`src/rtl/periph_macros.svh`:
```
// constants shared by the peripheral block RTL
// include wherever a baud, FIFO depth, slot number or register offset is needed
`ifndef PERIPH_MACROS_SVH
`define PERIPH_MACROS_SVH

// clock cycles per serial bit after reset
`define PERIPH_UBAUD_DEFAULT 54

// FIFO address bits, 16 entries
`define PERIPH_FIFO_AW 4

// slot numbers in addr[17:15]
`define PERIPH_SLOT_BOARD 2
`define PERIPH_SLOT_UART 6

// seven-segment scan counter width
`define PERIPH_SCAN_BITS 18

// board word offsets in addr[7:3]
`define PERIPH_LED_OFS 15
`define PERIPH_DIP_OFS 31

`endif

```
`src/rtl/periph_pkg.sv`:
```
// types of the peripheral block bus, UART and board I/O
// referenced by scoped name from every RTL module
package periph_pkg;

   typedef logic [17:0] bus_addr_t;
   typedef logic [63:0] bus_data_t;
   typedef logic [7:0]  byte_en_t;

   // one bus cycle from the core side
   typedef struct packed {
      logic      en;
      byte_en_t  we;     // all clear means read
      bus_addr_t addr;
      bus_data_t wdata;
   } bus_req_t;

   typedef logic [7:0]  uart_byte_t;
   typedef logic [8:0]  rx_word_t;     // error flag above the byte
   typedef logic [11:0] fifo_count_t;
   typedef logic [15:0] baud_t;

   typedef logic [21:0] led_t;
   typedef logic [15:0] dip_t;

   typedef enum logic [2:0] {
      UTX_IDLE,
      UTX_EMPTY,
      UTX_POP,
      UTX_START,
      UTX_INUSE
   } utx_state_t;

endpackage

```
`src/rtl/board_io.sv`:
```
// board slot with LED register, DIP sampling and the seven-segment scanner
// LED and DIP words sit at fixed offsets in addr[7:3]
`timescale 1ns/1ps
`include "periph_macros.svh"

module board_io
(
   input  logic                  msoc_clk,
   input  logic                  rstn,
   input  periph_pkg::bus_req_t  req_i,
   output periph_pkg::bus_data_t rdata_o,
   input  periph_pkg::dip_t      from_dip_i,
   output periph_pkg::led_t      to_led_o,
   output logic [7:0]            an_o,
   output logic [7:0]            sseg_o
);

   localparam int SB = `PERIPH_SCAN_BITS;

   periph_pkg::led_t led_q;
   periph_pkg::dip_t dip_q;
   logic [SB-1:0]    scan_q;
   logic [2:0]       digit;

   always_ff @(posedge msoc_clk or negedge rstn)
   begin
      if (!rstn)
      begin
         led_q  <= '0;
         dip_q  <= '0;
         scan_q <= '0;
      end
      else
      begin
         dip_q  <= from_dip_i;   // sampled every cycle
         scan_q <= scan_q + 1'b1;
         if (req_i.en & (|req_i.we) & (req_i.addr[7:3] == 5'(`PERIPH_LED_OFS)))
            led_q <= req_i.wdata[21:0];
      end
   end

   always_comb
   begin
      case (req_i.addr[7:3])
         5'(`PERIPH_LED_OFS): rdata_o = {42'b0, led_q};
         5'(`PERIPH_DIP_OFS): rdata_o = {48'b0, dip_q};
         default:             rdata_o = '0;
      endcase
   end

   assign digit = scan_q[SB-1:SB-3];
   assign an_o  = ~(8'h80 >> digit);   // one anode low at a time

   always_comb
   begin
      case (digit)
         3'd0:    sseg_o = 8'hC7;
         3'd1:    sseg_o = 8'hC0;
         3'd2:    sseg_o = 8'hC1;
         3'd3:    sseg_o = 8'hC1;
         3'd4:    sseg_o = 8'hCE;
         3'd5:    sseg_o = 8'h86;
         3'd6:    sseg_o = 8'hC6;
         default: sseg_o = 8'h89;
      endcase
   end

   assign to_led_o = led_q;

endmodule

```
`src/rtl/bus_decode.sv`:
```
// slot decoder for the local bus
// gates en per slot and registers the read word one cycle after a read
`timescale 1ns/1ps
`include "periph_macros.svh"

module bus_decode
(
   input  logic                  msoc_clk,
   input  logic                  rstn,
   input  periph_pkg::bus_req_t  bus_i,
   output periph_pkg::bus_req_t  uart_req_o,
   output periph_pkg::bus_req_t  board_req_o,
   input  periph_pkg::bus_data_t uart_rdata_i,
   input  periph_pkg::bus_data_t board_rdata_i,
   output periph_pkg::bus_data_t rddata_o
);

   logic [2:0]            slot;
   logic                  rd;
   periph_pkg::bus_data_t rd_sel;
   periph_pkg::bus_data_t rddata_q;

   assign slot = bus_i.addr[17:15];
   assign rd   = bus_i.en & ~(|bus_i.we);   // no byte enables means read

   always_comb
   begin
      uart_req_o     = bus_i;
      uart_req_o.en  = bus_i.en & (slot == 3'(`PERIPH_SLOT_UART));
      board_req_o    = bus_i;
      board_req_o.en = bus_i.en & (slot == 3'(`PERIPH_SLOT_BOARD));
      case (slot)
         3'(`PERIPH_SLOT_UART):  rd_sel = uart_rdata_i;
         3'(`PERIPH_SLOT_BOARD): rd_sel = board_rdata_i;
         default:                rd_sel = '0;   // unmapped slot
      endcase
   end

   always_ff @(posedge msoc_clk or negedge rstn)
   begin
      if (!rstn)
         rddata_q <= '0;
      else if (rd)
         rddata_q <= rd_sel;   // held until the next read
   end

   assign rddata_o = rddata_q;

endmodule

```
`src/rtl/periph_soc.sv`:
```
// low-speed peripheral block top level
// connects the bus decoder, UART slot and board I/O slot to the pins
`timescale 1ns/1ps

module periph_soc
(
   input  logic                  msoc_clk,
   input  logic                  rstn,
   input  periph_pkg::bus_req_t  bus_i,
   output periph_pkg::bus_data_t rddata_o,
   input  logic                  uart_rx_i,
   output logic                  uart_tx_o,
   output logic                  uart_irq_o,
   input  periph_pkg::dip_t      from_dip_i,
   output periph_pkg::led_t      to_led_o,
   output logic [7:0]            an_o,
   output logic [7:0]            sseg_o
);

   periph_pkg::bus_req_t  uart_req;
   periph_pkg::bus_req_t  board_req;
   periph_pkg::bus_data_t uart_rdata;
   periph_pkg::bus_data_t board_rdata;

   bus_decode u_decode (
      .msoc_clk      (msoc_clk),
      .rstn          (rstn),
      .bus_i         (bus_i),
      .uart_req_o    (uart_req),
      .board_req_o   (board_req),
      .uart_rdata_i  (uart_rdata),
      .board_rdata_i (board_rdata),
      .rddata_o      (rddata_o)
   );

   uart_regs u_uart (
      .msoc_clk   (msoc_clk),
      .rstn       (rstn),
      .req_i      (uart_req),
      .rdata_o    (uart_rdata),
      .uart_rx_i  (uart_rx_i),
      .uart_tx_o  (uart_tx_o),
      .uart_irq_o (uart_irq_o)
   );

   board_io u_board (
      .msoc_clk   (msoc_clk),
      .rstn       (rstn),
      .req_i      (board_req),
      .rdata_o    (board_rdata),
      .from_dip_i (from_dip_i),
      .to_led_o   (to_led_o),
      .an_o       (an_o),
      .sseg_o     (sseg_o)
   );

endmodule

```
`src/rtl/sync_fifo.sv`:
```
// show-ahead synchronous FIFO with free-running pointer counts
// used for the UART transmit and receive queues
`timescale 1ns/1ps
`include "periph_macros.svh"

module sync_fifo #(
   parameter int WIDTH = 8
)
(
   input  logic                     msoc_clk,
   input  logic                     rstn,
   input  logic [WIDTH-1:0]         din_i,
   input  logic                     wr_en_i,
   input  logic                     rd_en_i,
   output logic [WIDTH-1:0]         dout_o,
   output logic                     full_o,
   output logic                     empty_o,
   output periph_pkg::fifo_count_t  wrcount_o,
   output periph_pkg::fifo_count_t  rdcount_o
);

   localparam int AW = `PERIPH_FIFO_AW;
   localparam periph_pkg::fifo_count_t DEPTH = periph_pkg::fifo_count_t'(1 << AW);

   logic [WIDTH-1:0]        mem [DEPTH];
   periph_pkg::fifo_count_t wr_ptr_q;
   periph_pkg::fifo_count_t rd_ptr_q;
   periph_pkg::fifo_count_t level;
   logic                    do_wr;
   logic                    do_rd;

   // pointers wrap at 4096, a multiple of the depth
   assign level   = wr_ptr_q - rd_ptr_q;
   assign full_o  = (level == DEPTH);
   assign empty_o = (level == '0);
   assign do_wr   = wr_en_i & ~full_o;    // ignored when full
   assign do_rd   = rd_en_i & ~empty_o;   // ignored when empty

   always_ff @(posedge msoc_clk or negedge rstn)
   begin
      if (!rstn)
      begin
         wr_ptr_q <= '0;
         rd_ptr_q <= '0;
      end
      else
      begin
         if (do_wr)
            wr_ptr_q <= wr_ptr_q + 12'd1;
         if (do_rd)
            rd_ptr_q <= rd_ptr_q + 12'd1;
      end
   end

   always_ff @(posedge msoc_clk)
   begin
      if (do_wr)
         mem[wr_ptr_q[AW-1:0]] <= din_i;
   end

   assign dout_o    = mem[rd_ptr_q[AW-1:0]];   // head visible without a read
   assign wrcount_o = wr_ptr_q;
   assign rdcount_o = rd_ptr_q;

endmodule

```
`src/rtl/uart_core.sv`:
```
// baud-timed serializer and deserializer, 8N1 LSB first
// receive line goes through a three-sample majority filter
`timescale 1ns/1ps

module uart_core
(
   input  logic                   msoc_clk,
   input  logic                   rstn,
   input  periph_pkg::baud_t      baud_i,
   input  logic                   start_i,
   input  periph_pkg::uart_byte_t tx_byte_i,
   output logic                   busy_o,
   input  logic                   rx_i,
   output logic                   rx_valid_o,
   output periph_pkg::rx_word_t   rx_word_o,
   output logic                   tx_o
);

   logic                   tx_q;
   logic                   tx_busy_q;
   logic [8:0]             tx_sh_q;     // data then stop bit
   logic [3:0]             tx_left_q;
   periph_pkg::baud_t      tx_tmr_q;

   logic [2:0]             rx_s_q;
   logic                   rx_maj;
   logic                   rx_busy_q;
   logic [3:0]             rx_left_q;
   periph_pkg::baud_t      rx_tmr_q;
   periph_pkg::uart_byte_t rx_sh_q;
   logic                   rx_valid_q;
   periph_pkg::rx_word_t   rx_word_q;

   always_ff @(posedge msoc_clk or negedge rstn)
   begin
      if (!rstn)
      begin
         tx_q      <= 1'b1;   // line idles high
         tx_busy_q <= 1'b0;
         tx_sh_q   <= '1;
         tx_left_q <= '0;
         tx_tmr_q  <= '0;
      end
      else if (tx_busy_q)
      begin
         if (tx_tmr_q == '0)
         begin
            tx_tmr_q <= baud_i - 16'd1;
            if (tx_left_q == '0)
               tx_busy_q <= 1'b0;   // stop bit done
            else
            begin
               tx_q      <= tx_sh_q[0];
               tx_sh_q   <= {1'b1, tx_sh_q[8:1]};
               tx_left_q <= tx_left_q - 4'd1;
            end
         end
         else
            tx_tmr_q <= tx_tmr_q - 16'd1;
      end
      else if (start_i)
      begin
         tx_q      <= 1'b0;   // start bit
         tx_sh_q   <= {1'b1, tx_byte_i};
         tx_left_q <= 4'd9;
         tx_tmr_q  <= baud_i - 16'd1;
         tx_busy_q <= 1'b1;
      end
   end

   assign rx_maj = (rx_s_q[0] & rx_s_q[1]) | (rx_s_q[0] & rx_s_q[2]) | (rx_s_q[1] & rx_s_q[2]);

   always_ff @(posedge msoc_clk or negedge rstn)
   begin
      if (!rstn)
      begin
         rx_s_q     <= 3'b111;
         rx_busy_q  <= 1'b0;
         rx_left_q  <= '0;
         rx_tmr_q   <= '0;
         rx_sh_q    <= '0;
         rx_valid_q <= 1'b0;
         rx_word_q  <= '0;
      end
      else
      begin
         rx_s_q     <= {rx_s_q[1:0], rx_i};
         rx_valid_q <= 1'b0;
         if (!rx_busy_q)
         begin
            if (!rx_maj)
            begin
               rx_busy_q <= 1'b1;
               rx_left_q <= 4'd10;
               rx_tmr_q  <= {1'b0, baud_i[15:1]};   // half a bit to mid start
            end
         end
         else if (rx_tmr_q != '0)
            rx_tmr_q <= rx_tmr_q - 16'd1;
         else
         begin
            rx_tmr_q  <= baud_i - 16'd1;
            rx_left_q <= rx_left_q - 4'd1;
            if (rx_left_q == 4'd10)
            begin
               if (rx_maj)
                  rx_busy_q <= 1'b0;   // glitch, not a start bit
            end
            else if (rx_left_q == 4'd1)
            begin
               rx_word_q  <= {~rx_maj, rx_sh_q};   // low stop bit flags an error
               rx_valid_q <= 1'b1;
               rx_busy_q  <= 1'b0;
            end
            else
               rx_sh_q <= {rx_maj, rx_sh_q[7:1]};
         end
      end
   end

   assign busy_o     = tx_busy_q;
   assign tx_o       = tx_q;
   assign rx_valid_o = rx_valid_q;
   assign rx_word_o  = rx_word_q;

endmodule

```
`src/rtl/uart_regs.sv`:
```
// UART slot registers, transmit sequencer and interrupt
// holds the baud divisor and both FIFOs around the serial core
`timescale 1ns/1ps
`include "periph_macros.svh"

module uart_regs
(
   input  logic                  msoc_clk,
   input  logic                  rstn,
   input  periph_pkg::bus_req_t  req_i,
   output periph_pkg::bus_data_t rdata_o,
   input  logic                  uart_rx_i,
   output logic                  uart_tx_o,
   output logic                  uart_irq_o
);

   logic                    wr;
   logic                    tx_push;
   logic                    rx_pop;
   periph_pkg::baud_t       baud_q;
   periph_pkg::utx_state_t  state_q;
   periph_pkg::utx_state_t  state_d;
   periph_pkg::uart_byte_t  tx_head;
   periph_pkg::uart_byte_t  tx_byte_q;
   logic                    tx_full, tx_empty, rx_full, rx_empty;
   periph_pkg::fifo_count_t tx_wrcount, tx_rdcount, rx_wrcount, rx_rdcount;
   periph_pkg::rx_word_t    rx_head;
   periph_pkg::rx_word_t    rx_word;
   logic                    rx_valid;
   logic                    tx_busy;
   logic                    irq_q;

   assign wr      = req_i.en & (|req_i.we) & req_i.addr[14];
   assign tx_push = wr & (req_i.addr[13:12] == 2'b00);
   assign rx_pop  = wr & (req_i.addr[13:12] == 2'b01);

   always_ff @(posedge msoc_clk or negedge rstn)
   begin
      if (!rstn)
      begin
         baud_q  <= periph_pkg::baud_t'(`PERIPH_UBAUD_DEFAULT);
         state_q <= periph_pkg::UTX_IDLE;
         irq_q   <= 1'b0;
      end
      else
      begin
         if (wr & (req_i.addr[13:12] == 2'b10))
            baud_q <= req_i.wdata[15:0];
         state_q <= state_d;
         irq_q   <= ~rx_empty;   // one cycle behind the push
      end
   end

   always_comb
   begin
      state_d = state_q;
      case (state_q)
         periph_pkg::UTX_IDLE:  state_d = periph_pkg::UTX_EMPTY;
         periph_pkg::UTX_EMPTY: if (!tx_empty) state_d = periph_pkg::UTX_POP;
         periph_pkg::UTX_POP:   state_d = periph_pkg::UTX_START;
         periph_pkg::UTX_START: state_d = periph_pkg::UTX_INUSE;
         periph_pkg::UTX_INUSE: if (!tx_busy) state_d = periph_pkg::UTX_IDLE;
         default:               state_d = periph_pkg::UTX_IDLE;
      endcase
   end

   // the head moves on at the pop so keep a copy for the start pulse
   always_ff @(posedge msoc_clk)
   begin
      if (state_q == periph_pkg::UTX_POP)
         tx_byte_q <= tx_head;
   end

   sync_fifo #(.WIDTH(8)) u_tx_fifo (
      .msoc_clk (msoc_clk),
      .rstn     (rstn),
      .din_i    (req_i.wdata[7:0]),
      .wr_en_i  (tx_push),
      .rd_en_i  (state_q == periph_pkg::UTX_POP),
      .dout_o   (tx_head),
      .full_o   (tx_full),
      .empty_o  (tx_empty),
      .wrcount_o(tx_wrcount),
      .rdcount_o(tx_rdcount)
   );

   sync_fifo #(.WIDTH(9)) u_rx_fifo (
      .msoc_clk (msoc_clk),
      .rstn     (rstn),
      .din_i    (rx_word),
      .wr_en_i  (rx_valid),   // dropped by the FIFO when full
      .rd_en_i  (rx_pop),
      .dout_o   (rx_head),
      .full_o   (rx_full),
      .empty_o  (rx_empty),
      .wrcount_o(rx_wrcount),
      .rdcount_o(rx_rdcount)
   );

   uart_core u_core (
      .msoc_clk   (msoc_clk),
      .rstn       (rstn),
      .baud_i     (baud_q),
      .start_i    (state_q == periph_pkg::UTX_START),
      .tx_byte_i  (tx_byte_q),
      .busy_o     (tx_busy),
      .rx_i       (uart_rx_i),
      .rx_valid_o (rx_valid),
      .rx_word_o  (rx_word),
      .tx_o       (uart_tx_o)
   );

   always_comb
   begin
      if (!req_i.addr[14])
         rdata_o = '0;   // former keyboard words
      else if (req_i.addr[13])
         rdata_o = {4'b0, tx_wrcount, 4'b0, tx_rdcount, 4'b0, rx_wrcount, 4'b0, rx_rdcount};
      else
         rdata_o = {52'b0, rx_full, tx_full, rx_empty, rx_head};
   end

   assign uart_irq_o = irq_q;

endmodule

```
`config.mk`:
```
export PLATFORM = sky130hd
export DESIGN_NAME = periph_soc
export DESIGN_NICKNAME = d
export VERILOG_FILES = /design/src/rtl/periph_pkg.sv /design/src/rtl/board_io.sv /design/src/rtl/bus_decode.sv /design/src/rtl/periph_soc.sv /design/src/rtl/sync_fifo.sv /design/src/rtl/uart_core.sv /design/src/rtl/uart_regs.sv
export VERILOG_INCLUDE_DIRS = /design/src /design/src/rtl
export SDC_FILE = /design/constraint.sdc
export NUM_CORES = 1
export LEC_CHECK = 0
export BUFFER_PORTS_ARGS = -buffer_cell sky130_fd_sc_hd__buf_2
export CORE_ASPECT_RATIO = 2
export CORE_MARGIN = 4
export CORE_UTILIZATION = 55
export DETAILED_ROUTE_END_ITERATION = 8
export GPL_ROUTABILITY_DRIVEN = 0
export PLACE_DENSITY = 0.81
export SLEW_MARGIN = 20
export SYNTH_ARGS = -nofsm -noshare
export SYNTH_HDL_FRONTEND = slang
export SYNTH_HIERARCHICAL = 1
export SYNTH_SLANG_ARGS = --single-unit
```
`constraint.sdc`:
```
create_clock -name msoc_clk -period 4 [get_ports msoc_clk]
set_input_delay 0.4 -clock msoc_clk [delete_from_list [all_inputs] [get_ports msoc_clk]]
set_output_delay 0.4 -clock msoc_clk [all_outputs]
set_load 0.03 [all_outputs]
```
Word level (Yosys, flattened, before mapping)
Memory sizes are Yosys's and may differ from the RTL's. A register that Yosys moved wholly into a read port is not among the register bits.
Index checks and enable logic that the tools add are counted.
Cells by class
  bitwise operators: 29
  equality and inequality tests: 26
  reductions and logical operators: 16
  shifts and indexed selects: 1
  muxes and demuxes: 46
  $add $sub $neg: 12
Operators by type and width (number)
  64-bit case mux with 2 select lines: 1
  16-bit two-way mux: 6
  64-bit two-way mux: 1
  60-bit two-way mux: 1
  12-bit by 1-bit adder with 12-bit output, second input constant: 4
  16-bit by 1-bit subtractor with 16-bit output, second input constant: 3
  22-bit case mux with 2 select lines: 1
  7-bit case mux with 6 select lines: 1
  9-bit two-way mux: 4
  4-bit two-way mux: 7
  12-bit by 5-bit == test with 1-bit output, second input constant: 2
  12-bit zero test: 2
  12-bit subtractor: 2
  1-bit two-way mux: 21
  18-bit by 1-bit adder with 18-bit output, second input constant: 1
  1-bit bitwise AND: 17
  16-bit zero test: 1
  16-bit nonzero test: 1
  3-bit by 2-bit == test with 1-bit output, second input constant: 5
  3-bit == test, second input constant: 5
  3-bit case mux with 5 select lines: 1
  1-bit inverter: 9
  2-bit != test, second input constant: 4
  8-bit inverter: 1
  other kinds (21): 29
Storage, ports and cells
  logic and storage cells: 155
  memories kept: 2
  input port bits: 110
  RAM bits: 272
  output and inout port bits: 104
  bits in registers: 261
Memories
  u_uart.u_rx_fifo.mem: depth 16, width 9, rd ports 1, clocked after Yosys merged registers in 0, wr ports 1, RTL line sync_fifo.sv:25  | logic [WIDTH-1:0] mem [DEPTH];
  u_uart.u_tx_fifo.mem: depth 16, width 8, rd ports 1, clocked after Yosys merged registers in 1, wr ports 1, RTL line sync_fifo.sv:25

Depth between registers and ports, before layout
Gate-level depths: netlist of run 1.
  word-level depth: 8
  depth in mapped cells: 16
  depth with buffers taken out: 14

Modules after synthesis
Netlist of run 1, hierarchy kept.
Modules (own cells, without submodules)
  sync_fifo (u_uart.u_rx_fifo): cells an instance 404, instances 1, area an instance 7264.5 um^2, sequential area each 4924.7 um^2
  sync_fifo (u_uart.u_tx_fifo): cells an instance 394, instances 1, area an instance 6765.2 um^2, sequential area each 4444.3 um^2
  bus_decode: cells an instance 464, instances 1, area an instance 5003.5 um^2, sequential area each 1601.5 um^2
  uart_core: cells an instance 440, instances 1, area an instance 4307.9 um^2, sequential area each 1816.7 um^2
  board_io: cells an instance 226, instances 1, area an instance 2755.1 um^2, sequential area each 1401.3 um^2
  uart_regs: cells an instance 152, instances 1, area an instance 1720.4 um^2, sequential area each 745.7 um^2

Worst setup path after synthesis of run 1
No wires, ideal clock.
  kind: register to register
  start: register u_uart.u_rx_fifo.rd_ptr_q[1], in the netlist u_uart/u_rx_fifo/rdcount_o[1]
  end: memory u_uart.u_rx_fifo.mem[11][0], enable pin
  slack: -0.116 ns
  arrival: 3.717 ns
  cell stages (with the launch flop): 13
  path buffers: 3
  data required time: 3.601 ns
  period minus slack after synthesis: 4.116 ns
  library setup time: 0.399 ns
  path through: dfrtp_1 -> clkbuf_1 -> buf_1 -> inv_1 -> ha_1 -> nor2b_4 -> o2111a_1 -> o31ai_1 -> o211ai_1 -> a21oi_2 -> o41ai_4 -> buf_6 -> nor4_1
On the way
  longest elaborated chain between the ends: 6
RTL lines
  from (decl): RTL line sync_fifo.sv:27  | periph_pkg::fifo_count_t rd_ptr_q;
  from (signal assigned): RTL line sync_fifo.sv:51  | rd_ptr_q <= rd_ptr_q + 12'd1;
  12-bit subtractor: RTL line sync_fifo.sv:33  | assign level = wr_ptr_q - rd_ptr_q;
  12-bit by 5-bit == test with 1-bit output: RTL line sync_fifo.sv:34  | assign full_o = (level == DEPTH);
  1-bit inverter: RTL line sync_fifo.sv:36  | assign do_wr = wr_en_i & ~full_o;
  1-bit bitwise AND: RTL line sync_fifo.sv:36
  1-bit two-way mux: RTL line sync_fifo.sv:57  | if (do_wr)
  1-bit two-way mux (not written as such): RTL line sync_fifo.sv:58  | mem[wr_ptr_q[AW-1:0]] <= din_i;
  to (decl): RTL line sync_fifo.sv:25
No other way between the ends.

Final worst setup path of run 1
  start: register u_uart.u_tx_fifo.rd_ptr_q[3], in the netlist u_uart/u_tx_fifo/rdcount_o[3]
  end: memory u_uart.u_tx_fifo.mem[2][0], in the netlist u_uart/u_tx_fifo/mem[1][0], enable pin
On the way
  longest elaborated chain between the ends: 6
RTL lines (RTL line)
  from (decl): sync_fifo.sv:27
  from (signal assigned): sync_fifo.sv:51
  12-bit subtractor: sync_fifo.sv:33
  12-bit by 5-bit == test with 1-bit output: sync_fifo.sv:34
  1-bit inverter: sync_fifo.sv:36
  1-bit bitwise AND: sync_fifo.sv:36
  1-bit two-way mux: sync_fifo.sv:57
  1-bit two-way mux (not written as such): sync_fifo.sv:58
  to (decl): sync_fifo.sv:25
No other way between the ends.

==> flow_summary.yaml, run 1 <==
layout:
  fin_area_sq_um: 29700
  multiInputGateArea_sq_um: 10600
  area_growth_pct: 10.3
  seqCellArea_sq_um: 14900
  final_util: 0.614
  nFillCells: 3426
  final_cells: 2759
  drive_gt1_frac: 0.277
  nets: 2233
worst_setup_path:
  crit_type: "reg2reg"
  cp_data_arrival_time_ns: 4.21
  required_ns: 4.33
  cp-end-kind: "flip-flop"
  crit_path_start_kind: "flip-flop"
  worstPathMaxFanout: 11
  r2r_cells: 12
place:
  place_ws_ns: 0.0418
  dp_cells: 2652
  io_buffers: 161
  dpl_cell_area_sq_um: 27700
  hpwl_mm: 44.8
sta:
  maxSlewHeadroom: 0.242
  worst_slew_pin_slew_ns: 1.13
  maxSlewViolCount: 0
  skew_ns: 0.0178
  finalWorstSetupSlack_ns: 0.123
  setup_viol_count_final: 0
  fin_crit_ns: 3.88
  hold_viol: 0
  fmax_ghz: 0.258
  finalCritPeriodShare: 0.969
power_and_ir_drop:
  p_per_area_nw_per_um2: 457
  power_mw: 13.6
  p_leak_nw: 12.0
  irDropWorstVdd_mv: 0.442
global_routing:
  grt_pass1_wl_mm: 99.5
  grt_pass1_vias: 17400
  grt_overflow_total: 0
  antenna_found_initial: 0
  grt_usage: 0.244
  grt_max_degree: 117
status:
  status: "finished clean"
synth:
  synth.avg_cell_area_sq_um: 13.7
  yosysWarnings: 6
  syn_inst: 1962
  syn_area_sq_um: 26900
detailed_routing:
  dr.pass1.iters: 8
  viasPerCell: 6.09
  wl_per_cell_microns: 23.7
  drcViolationCount: 0
  ant_nets: 0
  num_vias: 16800
  wirelength_mm: 65.4
  drtIter0Drc: 1724
floorplan:
  core_area_sq_um: 48400
  die_x_microns: 164
  num_io_pins: 214
  row_count: 114
  die_h_microns: 321
  die_area_sq_um: 52800
  start_util: 0.557
clock_network:
  clock_path_buffers: 3
  clkSinkCount: 540
  clkLatencyLatePin_ns: 0.59
  postCtsSetupBuffers: 0
  numCtsBuffers: 47
  cts_tree: "yes"
  clockRootBuffer: "clkbuf_16"
  htreeDepth: 2
  clk_pin_slew_ns: 0.07
run:
  cap_violations: 0
min_path:
  hold_path_class: "in2reg"
  holdPathStages: 2
-- path summary, 6_finish.rpt --
path	from	end	slack [ns]
hold reg to reg	u_uart/u_core/rx_s_q[1]	u_uart/u_core/rx_s_q[2]	0.37
min in group asynchronous	rstn	u_decode/rddata_o[44]	0.47
hold / removal	bus_i[17]	u_board/to_led_o[17]	0.06
max in group asynchronous	rstn	u_uart/u_rx_fifo/wrcount_o[1]	2.50
setup / recovery	u_uart/u_tx_fifo/rdcount_o[3]	u_uart/u_tx_fifo/mem[1][0]	0.12
setup reg to reg	u_uart/u_tx_fifo/rdcount_o[3]	u_uart/u_tx_fifo/mem[1][0]	0.12
-- cell usage in the layout, fill, tap and decap left out, types with 52 or more instances in the layout --
cell	count
buf_4	52
mux2i_1	92
nor2_1	117
buf_2	159
edfxtp_1	280
dfrtp_1	242
xnor2_1	61
nand2_1	78
mux2_4	99
mux4_2	85
conb_1	61
inv_1	57
-- layout make-up --
| type | instances | area share |
|---|---|---|
| Antenna cell | 1 | 0.0000842 |
| Clock inverter | 32 | 0.0153 |
| Clock buffer | 56 | 0.0424 |
| Multi-Input combinational cell | 1203 | 0.358 |
| Tap cell | 638 | 0.0269 |
| Timing Repair Buffer | 232 | 0.0478 |
| Sequential cell | 540 | 0.503 |
| Inverter | 57 | 0.00720 |
-- critical path, stage by stage, from the launching register on --
cell and delay [ns]:
dfrtp_1 0.39, inv_1 0.13, ha_1 0.34, xor2_1 0.20, nor4_1 0.38, o22ai_1 0.16
a2111oi_2 0.34, or4b_4 0.55, nor4_4 0.41, nand2b_1 0.16, buf_4 0.26, nor4_1 0.10
buf_4 0.20
-- what timing repair did --
item	4_1_cts	5_1_grt
hold buffers	18	0
setup endpoints to repair	8	131
endpoints found under the hold margin	120	0
gates resized for setup	1	9
-- per-layer routing --
layer	up-vias	GRT usage	routed length, microns
met5	-	0	0
li1	7320	-	-
met1	8469	0.281	22400
met2	781	0.443	35200
met3	233	0.0282	3640
met4	0	0.127	4120
-- report_power, final --
| group | leakage (nW) | internal (mW) | switching [mW] |
|---|---|---|---|
| Combinational | 5.64 | 1.00 | 1.23 |
| Clock | 0.818 | 2.88 | 2.13 |
| Sequential | 5.58 | 6.09 | 0.258 |
-- per-stage QoR --
step | TNS [ns] | hold slack, ns
2_1_floorplan | -3.14 | 0.104
3_3_place_gp | 0 | 0.358
3_5_place_dp | 0 | 0.361
4_1_cts | 0 | 0.0404
5_1_grt | -0.706 | 0.0459
6_report | 0 | 0.0582
-- flip-flops by register name, summed over array words and instances, names as in the netlist, 3 cells and up --
| name | cells |
|---|---|
| u_uart/u_core/rx_tmr_q | 16 |
| u_uart/u_rx_fifo/rdcount_o | 12 |
| u_uart/baud_q | 16 |
| u_decode/rddata_o | 64 |
| u_uart/u_core/tx_left_q | 4 |
| u_board/to_led_o | 22 |
| u_uart/u_core/rx_s_q | 3 |
| u_uart/state_q | 3 |
| u_uart/u_core/tx_tmr_q | 16 |
| u_uart/u_rx_fifo/mem | 144 |
| u_uart/u_rx_fifo/wrcount_o | 12 |
| u_board/dip_q | 16 |
| u_uart/u_tx_fifo/wrcount_o | 12 |
| u_uart/tx_byte_q | 8 |
| u_uart/u_core/tx_sh_q | 8 |
| u_uart/u_core/rx_word_o | 9 |
| u_uart/u_core/rx_left_q | 4 |
| u_uart/u_core/rx_sh_q | 8 |
| u_board/scan_q | 18 |
| u_uart/u_tx_fifo/mem | 128 |
| u_uart/u_tx_fifo/rdcount_o | 12 |
No activity file was read; power rests on OpenSTA's default activity.
==> inputs of run 2 (changes only) <==
- CORE_UTILIZATION: 55 -> 35
- CTS_BUF_LIST: unset -> sky130_fd_sc_hd__clkbuf_8
- PLACE_DENSITY: 0.81 -> 0.57
==> run 2 against run 1 <==
Against the previous run:
- design area increased by 2.5%
- wire length is 7.0% higher
- register-to-register slack better by 0.06 ns
- combinational power hardly changed
- highest routed layer is now met5
- die area rose by 55%
- via count is 1.9% lower
- core utilization is 22 points lower
- clock power fell by 1%
- largest power group unchanged
- critical path depth unchanged
- global-route usage decreased by 7.7 points
==> flow_summary.yaml, run 2 (synthesized netlist as in run 1, its figures left out) <==
worst_setup_path:
  cp_top_family: "simple AND/OR/NAND/NOR gates"
  crit_buf_inv: 3
  crit_type: "reg2reg"
  cp-end-kind: "flip-flop"
  cp_data_arrival_time_ns: 4.21
  critPathSlowestCell: "or4b_4"
  worstPathMaxFanout: 11
  cp_cell_sequence: "inv_1, ha_1, xor2_1, nor4_1, o22ai_1, a2111oi_0, or4b_4, nor4_2, nand2b_1, buf_4, nor4_1, buf_4"
  slowest_delay_ns: 0.56
  required_ns: 4.40
  crit_path_start_kind: "flip-flop"
global_routing:
  antenna_found_initial: 5
  grt_usage: 0.168
  grt_max_degree: 123
  grt_pass1_vias: 17500
  grt_pass1_wl_mm: 106
  grt_overflow_total: 0
floorplan:
  num_io_pins: 214
  die_h_microns: 400
  die_area_sq_um: 81700
  row_count: 143
  die_x_microns: 204
  core_area_sq_um: 76200
  start_util: 0.353
layout:
  layout_commonest_cell: "edfxtp_1"
  final_cell_mix: "edfxtp_1, dfrtp_1, buf_2"
  area_growth_pct: 13.0
  nets: 2295
  nFillCells: 7257
  drive_gt1_frac: 0.289
  largest_reg_flops: 144
detailed_routing:
  viasPerCell: 5.11
  met1_length_mm: 25.9
  drtIter0Drc: 1219
  wl_met2_mm: 38.7
  topRoutingLayerUsed: "met5"
  num_vias: 16500
  wl_per_cell_microns: 21.7
  dr.pass1.iters: 5
  dr_wl_met3_mm: 2.70
  drcViolationCount: 0
  ant_nets: 0
  wirelength_mm: 69.9
clock_network:
  numCtsBuffers: 82
  clockRootBuffer: "clkbuf_8"
  htreeDepth: 3
  clkLatencyLatePin_ns: 0.67
  clkSinkCount: 540
  clock_path_buffers: 3
  clk_pin_slew_ns: 0.07
  cts_tree: "yes"
  postCtsSetupBuffers: 0
power_and_ir_drop:
  p_leak_nw: 12.3
  p_per_area_nw_per_um2: 445
  irDropWorstVdd_mv: 0.248
  power_mw: 13.6
sta:
  rsz0062_at_grt: "no"
  hold_viol: 0
  maxSlewHeadroom: 0.305
  skew_ns: 0.0270
  fmax_ghz: 0.262
  setup_viol_count_final: 0
  fin_crit_ns: 3.81
  worst_slew_pin_slew_ns: 1.04
  finalWorstSetupSlack_ns: 0.187
  maxSlewViolCount: 0
  finalCritPeriodShare: 0.953
run:
  cap_violations: 0
place:
  hpwl_mm: 50.2
  place_ws_ns: 0.168
  io_buffers: 161
status:
  status: "finished clean"
min_path:
  hold_path_class: "in2reg"
-- run 2: cell count changes in the layout (fill, tap and decap cells not counted), sizes merged, moves of 2 or more --
| cell | previous run | this run |
|---|---|---|
| buf | 214 | 227 |
| clkinv | 14 | 23 |
| diode | 1 | 3 |
| dlygate4sd3 | 18 | 32 |
| inv | 60 | 74 |
| clkbuf | 56 | 93 |
-- run 2: final timing paths --
check / to / depth (start not counted) / slack [ns] / from
max: u_uart/u_tx_fifo/mem[1][6] / 12 / 0.19 / u_uart/u_tx_fifo/rdcount_o[3]
min: u_uart/u_tx_fifo/mem[14][7] / 1 / 0.20 / bus_i[7]
max reg2reg: u_uart/u_tx_fifo/mem[1][6] / 12 / 0.19 / u_uart/u_tx_fifo/rdcount_o[3]
min reg2reg: u_uart/u_core/rx_s_q[2] / 0 / 0.36 / u_uart/u_core/rx_s_q[1]
max in group asynchronous: u_uart/u_rx_fifo/rdcount_o[0] / 3 / 2.59 / rstn
min in group asynchronous: u_board/scan_q[5] / 2 / 0.46 / rstn
-- run 2: report_power, final --
group | total, mW | switching [mW] | leakage, nW | internal, mW
clock | 4.96 | 2.22 | 0.952 | 2.73
combinational | 2.25 | 1.25 | 5.76 | 1.00
sequential | 6.35 | 0.256 | 5.58 | 6.10
-- run 2: worst register-to-register path: cells and delay by family, from the launching register on --
kind            cells  cell delay, ns
simple gates        5            1.57
compound gates      2            0.55
buf+inv             3            0.53
flops               1            0.38
fa+ha+maj           1            0.33
xor+xnor            1            0.19
-- run 2: what timing repair did --
item                                    in CTS  in global routing
hold buffers                                32                  0
resized for setup                            0                  1
endpoints found under the setup margin       0                  6
endpoints found under the hold margin      142                  0
-- run 2: cell type report --
| class | instances | area, sq um | share of cell area |
|---|---|---|---|
| flip-flops and latches | 540 | 14900 | 0.491 |
| diodes | 3 | 7.51 | 0.000247 |
| inverters | 57 | 214 | 0.00703 |
| repair buffers | 259 | 1670 | 0.0549 |
| well taps | 1015 | 1270 | 0.0417 |
| clock buffers | 93 | 1280 | 0.0421 |
| clock inverters | 56 | 499 | 0.0164 |
| multi-input cells | 1203 | 10600 | 0.347 |
-- run 2: per-layer routing --
layer,global-route usage,vias to the layer above
met4,0.0691,4
li1,-,7474
met2,0.320,440
met5,0,-
met1,0.185,8445
met3,0.0211,129
-- run 2: stage by stage --
step,hold slack (ns),instances,area (sq um),utilization,setup TNS (ns)
6_report,0.205,3226,30400,0.399,0
4_1_cts,0.139,3223,30400,0.399,0
5_1_grt,0.178,3224,30400,0.399,0
2_1_floorplan,0.104,2020,27200,-,-3.14
3_3_place_gp,0.358,3042,28300,0.372,0
3_5_place_dp,0.362,3042,28300,0.372,0
